===== src/dispatch_pkg.sv =====
package dispatch_pkg;

   // --------------------
   // Sizes
   // --------------------

   // Converter sources and output channels
   localparam int N_SRC      = 8;
   localparam int N_CHAN     = 8;

   // Sample word width
   localparam int W_DATA     = 18;

   // Input queue entries, a power of two so the pointers wrap by themselves
   localparam int FIFO_DEPTH = 16;

   // Derived widths
   localparam int SRC_W      = $clog2(N_SRC);
   localparam int CHAN_W     = $clog2(N_CHAN);
   localparam int FIFO_PTR_W = $clog2(FIFO_DEPTH);

   // --------------------
   // Types
   // --------------------
   typedef logic [SRC_W-1:0]    src_t;
   // Extra top bit flags an unassigned channel
   typedef logic [SRC_W:0]      sel_t;
   typedef logic [CHAN_W-1:0]   chan_t;
   typedef logic [N_CHAN-1:0]   chan_mask_t;
   typedef logic [W_DATA-1:0]   data_t;
   typedef logic [15:0]         reg_addr_t;
   typedef logic [15:0]         reg_data_t;
   typedef logic [FIFO_PTR_W-1:0] fifo_ptr_t;
   // One bit wider than the pointer so a full queue can be counted
   typedef logic [FIFO_PTR_W:0]   fifo_cnt_t;

   // Select value meaning "drives nothing"
   localparam sel_t NO_SRC = {1'b1, {SRC_W{1'b0}}};

   // --------------------
   // Register map
   // --------------------
   localparam reg_addr_t CHAN_EN_ADDR      = 16'h0010;
   localparam reg_addr_t CHAN_SRC_SEL_ADDR = 16'h0011;

   // Dispatcher FSM
   typedef enum logic [1:0] {IDLE, ISSUE, POP} dispatch_state_t;

endpackage


===== src/sample_fifo.sv =====
`timescale 1ns/1ns

module sample_fifo (
   input  logic                clk_in,
   input  logic                arst_n,
   input  logic                dv_in,
   input  dispatch_pkg::src_t  src_in,
   input  dispatch_pkg::data_t data_in,
   input  logic                pop,
   output logic                head_valid,
   output dispatch_pkg::src_t  head_src,
   output dispatch_pkg::data_t head_data,
   output logic                full
);
   import dispatch_pkg::*;

   // --------------------
   // Storage
   // --------------------

   // Tag and sample kept side by side per entry
   src_t      src_mem  [FIFO_DEPTH];
   data_t     data_mem [FIFO_DEPTH];

   // Queue bookkeeping
   fifo_ptr_t wr_ptr;
   fifo_ptr_t rd_ptr;
   fifo_cnt_t count;

   // Qualified strobes
   logic      do_wr;
   logic      do_rd;

   // Samples arriving on a full queue are lost here
   assign do_wr = dv_in && !full;
   // Ignore a stray pop on an empty queue
   assign do_rd = pop && head_valid;

   // Payload write, no reset needed
   always_ff @(posedge clk_in) begin
      if (do_wr) begin
         src_mem[wr_ptr]  <= src_in;
         data_mem[wr_ptr] <= data_in;
      end
   end

   // --------------------
   // Pointers and count
   // --------------------
   always_ff @(posedge clk_in or negedge arst_n) begin
      if (!arst_n) begin
         wr_ptr <= '0;
         rd_ptr <= '0;
         count  <= '0;
      end else begin
         // Pointers wrap at the power-of-two depth
         if (do_wr) begin
            wr_ptr <= wr_ptr + 1'b1;
         end
         if (do_rd) begin
            rd_ptr <= rd_ptr + 1'b1;
         end
         // Write and pop together leave the count alone
         case ({do_wr, do_rd})
            2'b10:   count <= count + 1'b1;
            2'b01:   count <= count - 1'b1;
            default: count <= count;
         endcase
      end
   end

   // --------------------
   // Head of queue
   // --------------------

   // Entry written last cycle is already visible
   assign head_valid = (count != '0);
   assign head_src   = src_mem[rd_ptr];
   assign head_data  = data_mem[rd_ptr];

   // Full flag straight from the count
   assign full       = (count == fifo_cnt_t'(FIFO_DEPTH));

endmodule


===== src/route_map.sv =====
`timescale 1ns/1ns

module route_map (
   input  logic                      clk_in,
   input  logic                      arst_n,
   input  logic                      wr_en,
   input  dispatch_pkg::reg_addr_t   wr_addr,
   input  dispatch_pkg::reg_addr_t   wr_chan,
   input  dispatch_pkg::reg_data_t   wr_data,
   input  dispatch_pkg::src_t        src,
   output dispatch_pkg::chan_mask_t  chan_mask
);
   import dispatch_pkg::*;

   // --------------------
   // Route registers
   // --------------------

   // One enable bit per output channel
   chan_mask_t chan_en;
   // Source each channel listens to
   sel_t       chan_sel [N_CHAN];

   // Write decode
   logic       wr_chan_ok;
   chan_t      wr_idx;
   logic       wr_en_hit;
   logic       wr_sel_hit;

   // Channel numbers past the table are dropped
   assign wr_chan_ok = (wr_chan < reg_addr_t'(N_CHAN));
   // Low bits index the table once range is checked
   assign wr_idx     = chan_t'(wr_chan);

   // Address match per register
   assign wr_en_hit  = wr_en && wr_chan_ok && (wr_addr == CHAN_EN_ADDR);
   assign wr_sel_hit = wr_en && wr_chan_ok && (wr_addr == CHAN_SRC_SEL_ADDR);

   // Enable bits
   always_ff @(posedge clk_in or negedge arst_n) begin
      if (!arst_n) begin
         // All outputs off after reset
         chan_en <= '0;
      end else if (wr_en_hit) begin
         chan_en[wr_idx] <= wr_data[0];
      end
   end

   // Source selects
   always_ff @(posedge clk_in or negedge arst_n) begin
      if (!arst_n) begin
         // No channel is bound to a source after reset
         for (int c = 0; c < N_CHAN; c++) begin
            chan_sel[c] <= NO_SRC;
         end
      end else if (wr_sel_hit) begin
         // Bits 3 to 0, top bit parks the channel
         chan_sel[wr_idx] <= sel_t'(wr_data);
      end
   end

   // --------------------
   // Mask lookup
   // --------------------

   // Mask is rebuilt from the selects every cycle
   // Remapping a channel therefore drops it from its old source at once
   always_comb begin
      chan_mask = '0;
      for (int c = 0; c < N_CHAN; c++) begin
         // NO_SRC never matches since the compare value has a zero top bit
         if (chan_en[c] && (chan_sel[c] == {1'b0, src})) begin
            chan_mask[c] = 1'b1;
         end
      end
   end

endmodule


===== src/dispatch_ctrl.sv =====
`timescale 1ns/1ns

module dispatch_ctrl (
   input  logic                     clk_in,
   input  logic                     arst_n,
   input  logic                     head_valid,
   input  dispatch_pkg::data_t      head_data,
   input  dispatch_pkg::chan_mask_t chan_mask,
   output logic                     pop,
   output logic                     dv_out,
   output dispatch_pkg::chan_t      chan_out,
   output dispatch_pkg::data_t      data_out
);
   import dispatch_pkg::*;

   dispatch_state_t state;
   dispatch_state_t state_nxt;

   // Channels already served for the head sample
   chan_mask_t      sent;
   // Routed channels still owed an instruction
   chan_mask_t      pending;
   chan_t           next_chan;
   logic            issue;

   // --------------------
   // Channel pick
   // --------------------
   assign pending = chan_mask & ~sent;

   // Lowest pending channel wins
   always_comb begin
      next_chan = '0;
      for (int c = N_CHAN - 1; c >= 0; c--) begin
         if (pending[c]) begin
            next_chan = chan_t'(c);
         end
      end
   end

   // Issue while holding a sample that still has work
   assign issue = (state != POP) && head_valid && (pending != '0);

   // Pop decoded from state, so it is never high with dv_out
   assign pop   = (state == POP);

   // --------------------
   // FSM
   // --------------------
   always_comb begin
      state_nxt = state;
      case (state)
         IDLE, ISSUE: begin
            if (!head_valid) begin
               state_nxt = IDLE;
            end else if (pending != '0) begin
               state_nxt = ISSUE;
            end else begin
               // Mask exhausted or empty, release the head
               state_nxt = POP;
            end
         end
         // New head shows up next cycle
         POP:     state_nxt = IDLE;
         default: state_nxt = IDLE;
      endcase
   end

   always_ff @(posedge clk_in or negedge arst_n) begin
      if (!arst_n) begin
         state <= IDLE;
         sent  <= '0;
      end else begin
         state <= state_nxt;
         if (pop) begin
            // Fresh slate for the next sample
            sent <= '0;
         end else if (issue) begin
            sent[next_chan] <= 1'b1;
         end
      end
   end

   // --------------------
   // Instruction register
   // --------------------
   always_ff @(posedge clk_in or negedge arst_n) begin
      if (!arst_n) begin
         dv_out   <= 1'b0;
         chan_out <= '0;
         data_out <= '0;
      end else begin
         dv_out <= issue;
         // Hold last instruction between strobes
         if (issue) begin
            chan_out <= next_chan;
            data_out <= head_data;
         end
      end
   end

endmodule


===== src/instr_dispatch.sv =====
`timescale 1ns/1ns

module instr_dispatch (
   input  logic                    clk_in,
   input  logic                    arst_n,
   // Sample input
   input  logic                    dv_in,
   input  dispatch_pkg::src_t      src_in,
   input  dispatch_pkg::data_t     data_in,
   // Route table register bus
   input  logic                    wr_en,
   input  dispatch_pkg::reg_addr_t wr_addr,
   input  dispatch_pkg::reg_addr_t wr_chan,
   input  dispatch_pkg::reg_data_t wr_data,
   // Instruction output
   output logic                    dv_out,
   output dispatch_pkg::chan_t     chan_out,
   output dispatch_pkg::data_t     data_out,
   output logic                    full
);
   import dispatch_pkg::*;

   // --------------------
   // Internal nets
   // --------------------
   logic       head_valid;
   src_t       head_src;
   data_t      head_data;
   logic       pop;
   chan_mask_t chan_mask;

   // Input queue
   sample_fifo u_sample_fifo (
      .clk_in     (clk_in),
      .arst_n     (arst_n),
      .dv_in      (dv_in),
      .src_in     (src_in),
      .data_in    (data_in),
      .pop        (pop),
      .head_valid (head_valid),
      .head_src   (head_src),
      .head_data  (head_data),
      .full       (full)
   );

   // Route table, looked up with the head tag
   route_map u_route_map (
      .clk_in    (clk_in),
      .arst_n    (arst_n),
      .wr_en     (wr_en),
      .wr_addr   (wr_addr),
      .wr_chan   (wr_chan),
      .wr_data   (wr_data),
      .src       (head_src),
      .chan_mask (chan_mask)
   );

   // Per-channel instruction issue
   dispatch_ctrl u_dispatch_ctrl (
      .clk_in     (clk_in),
      .arst_n     (arst_n),
      .head_valid (head_valid),
      .head_data  (head_data),
      .chan_mask  (chan_mask),
      .pop        (pop),
      .dv_out     (dv_out),
      .chan_out   (chan_out),
      .data_out   (data_out)
   );

endmodule


===== config.mk =====
export PLATFORM = sky130hd
export DESIGN_NAME = instr_dispatch
export DESIGN_NICKNAME = d
export VERILOG_FILES = /design/src/dispatch_pkg.sv /design/src/sample_fifo.sv /design/src/route_map.sv /design/src/dispatch_ctrl.sv /design/src/instr_dispatch.sv
export SDC_FILE = /design/constraint.sdc
export NUM_CORES = 1
export LEC_CHECK = 0
export CORE_UTILIZATION = 60
export CTS_CLUSTER_DIAMETER = 30
export DETAILED_ROUTE_END_ITERATION = 10
export DONT_BUFFER_PORTS = 1
export HOLD_SLACK_MARGIN = 0.08
export PLACE_DENSITY = 0.76
export RECOVER_POWER = 100
export SKIP_CTS_REPAIR_TIMING = 1
export SYNTH_ARGS = -nofsm -noshare
export SYNTH_HDL_FRONTEND = slang
export SYNTH_HIERARCHICAL = 1
export SYNTH_SLANG_ARGS = --single-unit

===== constraint.sdc =====
create_clock -name clk_in -period 3.95 [get_ports clk_in]
set_input_delay 0.395 -clock clk_in [delete_from_list [all_inputs] [get_ports clk_in]]
set_output_delay 0.395 -clock clk_in [all_outputs]
set_load 0.01 [all_outputs]

==> impl_metrics.yaml <==
outcome:
  status: "finished, violations left"
  violations: "max-capacitance violations, max-slew violations"
placement:
  port_buffers: 0
  dpl.hpwl_um: 20000
  placed_cells: 1326
  gp_congestion: 0.786
logic_synthesis:
  synth_edf_count: 336
  avgSynthCellArea_sq_um: 18.3
  ys.flop_type: "edfxtp_1"
  synth.distinct_cells: 66
  synth_most_common_cell: "edfxtp_1"
  synthTopCellsByArea: "edfxtp_1, dfrtp_1, mux4_2"
  synth_fp_nets: 1034
  ys_seq_area_frac: 0.701
  ys_top_cells_by_count: "edfxtp_1, mux2i_1, dfrtp_1"
  syn_area_sq_um: 17400
  syn_inst: 951
  yosysTopAreaCellShare: 0.578
  synthArstFlopShare: 0.202
  synth_area_leader_cell: "edfxtp_1"
  synth_warnings: 6
  ys_seq_elements: 421
routing:
  vias_per_cell: 6.24
  antenna_left: 0
  routed-via-count: 9288
  drc_errors: 0
  drtPass1Iterations: 5
  routed_wl_um: 36700
  drt_iter0_markers: 855
  drt-wirelength-per-cell_um: 24.6
power_and_ir_drop:
  p_sw_frac: 0.290
  switching_power_w: 0.00455
  cellInternalPower_w: 0.0112
  p_per_area_nw_per_um2: 764
  seqPwrFrac: 0.349
  vdd_drop_max_v: 0.000531
  p_total_w: 0.0157
  p_comb_frac: 0.232
  cellLeakagePower_nw: 7.61
  p_clk_frac: 0.420
grt:
  grt_pass1_vias: 9652
  grt_overflow: 0
  grt_pass1_wl_um: 56200
  grt_max_degree: 86
  groute.usage.overall: 0.250
  antenna_found_initial: 0
min_path:
  holdPathEnd: "u_route_map/chan_en[0]"
  hp-start: "wr_chan[0]"
  hold_class: "input port to flip-flop"
  hold_depth: 3
clock_network:
  numCtsBuffers: 74
  clock_latency_ps: 570
  clk_path_buf_depth: 3
  cts-root-buf: "clkbuf_16"
  clkSinkCount: 421
  htree_levels: 3
  clk_pin_slew_ps: 50
  cts_tree: "done"
final_layout:
  layout.cells.non_filler: 1489
  syn_to_final_growth_pct: 17.8
  n_antenna_cell: 0
  drive_gt1_frac: 0.249
  nNetsFinal: 1128
critical_path:
  cp_top_family: "simple AND/OR/NAND/NOR gates"
  ff2ff_setup_slack_ps: 240
  timing.rr.end: "u_dispatch_ctrl/chan_out[1]"
  critPathRequiredTime_ps: 4370
  reg2reg_from: "u_sample_fifo/rd_ptr[0]"
  crit_chain: "mux4_2, a22oi_1, nand2_1, xor2_1, nor3_1, or2b_2, nand2_2, o311a_2, buf_4, mux2_1"
  cp-start-kind: "flip-flop"
  cp_num_buf_inv: 1
  crit_fanout: 23
  endpoint_kind: "flip-flop"
  critPathKind: "flip-flop to flip-flop"
  max_stage_delay_ps: 680
  crit_arrival_ps: 4130
  cp_slowest_cell: "dfrtp_4"
  r2r_cells: 10
timing:
  fmax_ghz: 0.269
  finalHoldViolations: 0
  rsz0062_at_grt: "false"
  worstMarginPinSlew_ps: 2340
  skew_ps: 31.6
  tns_ps: 0
  slew_viol_final: 86
  slew_headroom: -0.559
  setup_viol: 0
  min_period_over_period: 0.940
  timing.final.crit_period_ps: 3710
run:
  cap_violations: 3
floorplanning:
  num_io_pins: 96
  die_h_um: 173
  fp.dieW_um: 173
  initial_core_util: 0.609
  rows: 62
  die_area_sq_um: 29800
  core_area_sq_um: 28600
per-stage QoR:
step	cell area [sq um]	util	hold slack (ps)	worst slack, ps
after CTS	20600	0.719	-496	137
after floorplan	17400	-	99.4	542
after detailed placement	18000	0.627	102	166
after global placement	18000	0.627	102	222
final	20600	0.718	252	236
after global routing	20600	0.718	286	38.6
cells in the final DEF (no fill, tap or decap), types with 14 or more instances in the layout:
master	n
clkbuf_1	16
xor2_1	18
nor2_1	14
mux2_2	33
buf_4	20
mux4_2	42
nor3_1	14
dfrtp_1	75
nor4_1	21
xnor2_1	16
edfxtp_1	336
o21ai_0	20
a221oi_1	34
nand2_1	36
a22oi_1	21
mux2i_1	85
mux2_1	25
dlygate4sd3_1	26
clkbuf_16	76
layout make-up:
cell class / instances / area, sq um
tap: 384 / 480
clock inverter: 44 / 604
fill: 1668 / 8070
sequential: 421 / 12200
clock buffer: 92 / 2010
timing repair buffer: 64 / 531
inverter: 9 / 33.8
multi-input combinational: 475 / 4660
worst min-delay path, cell delays in order:
cell and delay, ps:
or2_2 120, nor4_1 60, mux2_1 190
state kept, by name (all words and copies together), names as in the netlist, 4 cells and up:
register and flops:
u_sample_fifo/src_mem 48, u_sample_fifo/count 5, u_sample_fifo/rd_ptr 4, u_route_map/chan_sel 32
u_dispatch_ctrl/sent 8, u_sample_fifo/wr_ptr 4, u_dispatch_ctrl/data_out 18, u_sample_fifo/data_mem 288
u_route_map/chan_en 8
power by group through the flow:
| stage | sequential (W) | clock (W) | combinational, W |
|---|---|---|---|
| after floorplan | 0.00543 | 0 | 0.00287 |
| after global placement | 0.00553 | 0 | 0.00347 |
| after detailed placement | 0.00555 | 0 | 0.00354 |
| after CTS | 0.00549 | 0.00667 | 0.00360 |
| after global routing | 0.00552 | 0.00685 | 0.00392 |
| final | 0.00548 | 0.00659 | 0.00364 |
worst max-delay path by stage:
stage,cells after the start,start,end
3_5_place_dp,10,u_sample_fifo/rd_ptr[0],u_dispatch_ctrl/data_out[0]
5_1_grt,5,u_sample_fifo/count[0],u_sample_fifo/src_mem[6][2]
2_1_floorplan,16,u_sample_fifo/rd_ptr[1],u_dispatch_ctrl/data_out[10]
6_report,10,u_sample_fifo/rd_ptr[0],u_dispatch_ctrl/chan_out[1]
4_1_cts,11,u_sample_fifo/rd_ptr[0],u_dispatch_ctrl/data_out[0]
3_3_place_gp,11,u_sample_fifo/rd_ptr[0],u_dispatch_ctrl/data_out[0]
layer usage:
metal,wire length (um),track usage,up-vias
met5,0,0,-
met4,875,0.0878,0
met3,2460,0.0471,86
met2,18600,0.420,401
met1,14800,0.329,4782
li1,-,-,4019
logic make-up after synthesis:
kind of cell               Yosys count  synth area share
DFF                                421             0.701
AOI/OAI and AO/OA                  110            0.0527
muxes                              189             0.147
adders and majority gates           10           0.00760
xor gates and xnor gates            34            0.0171
and+or+nand+nor                    132            0.0530
buffers and inverters               55            0.0219
Power figures use the tool's default switching activity.
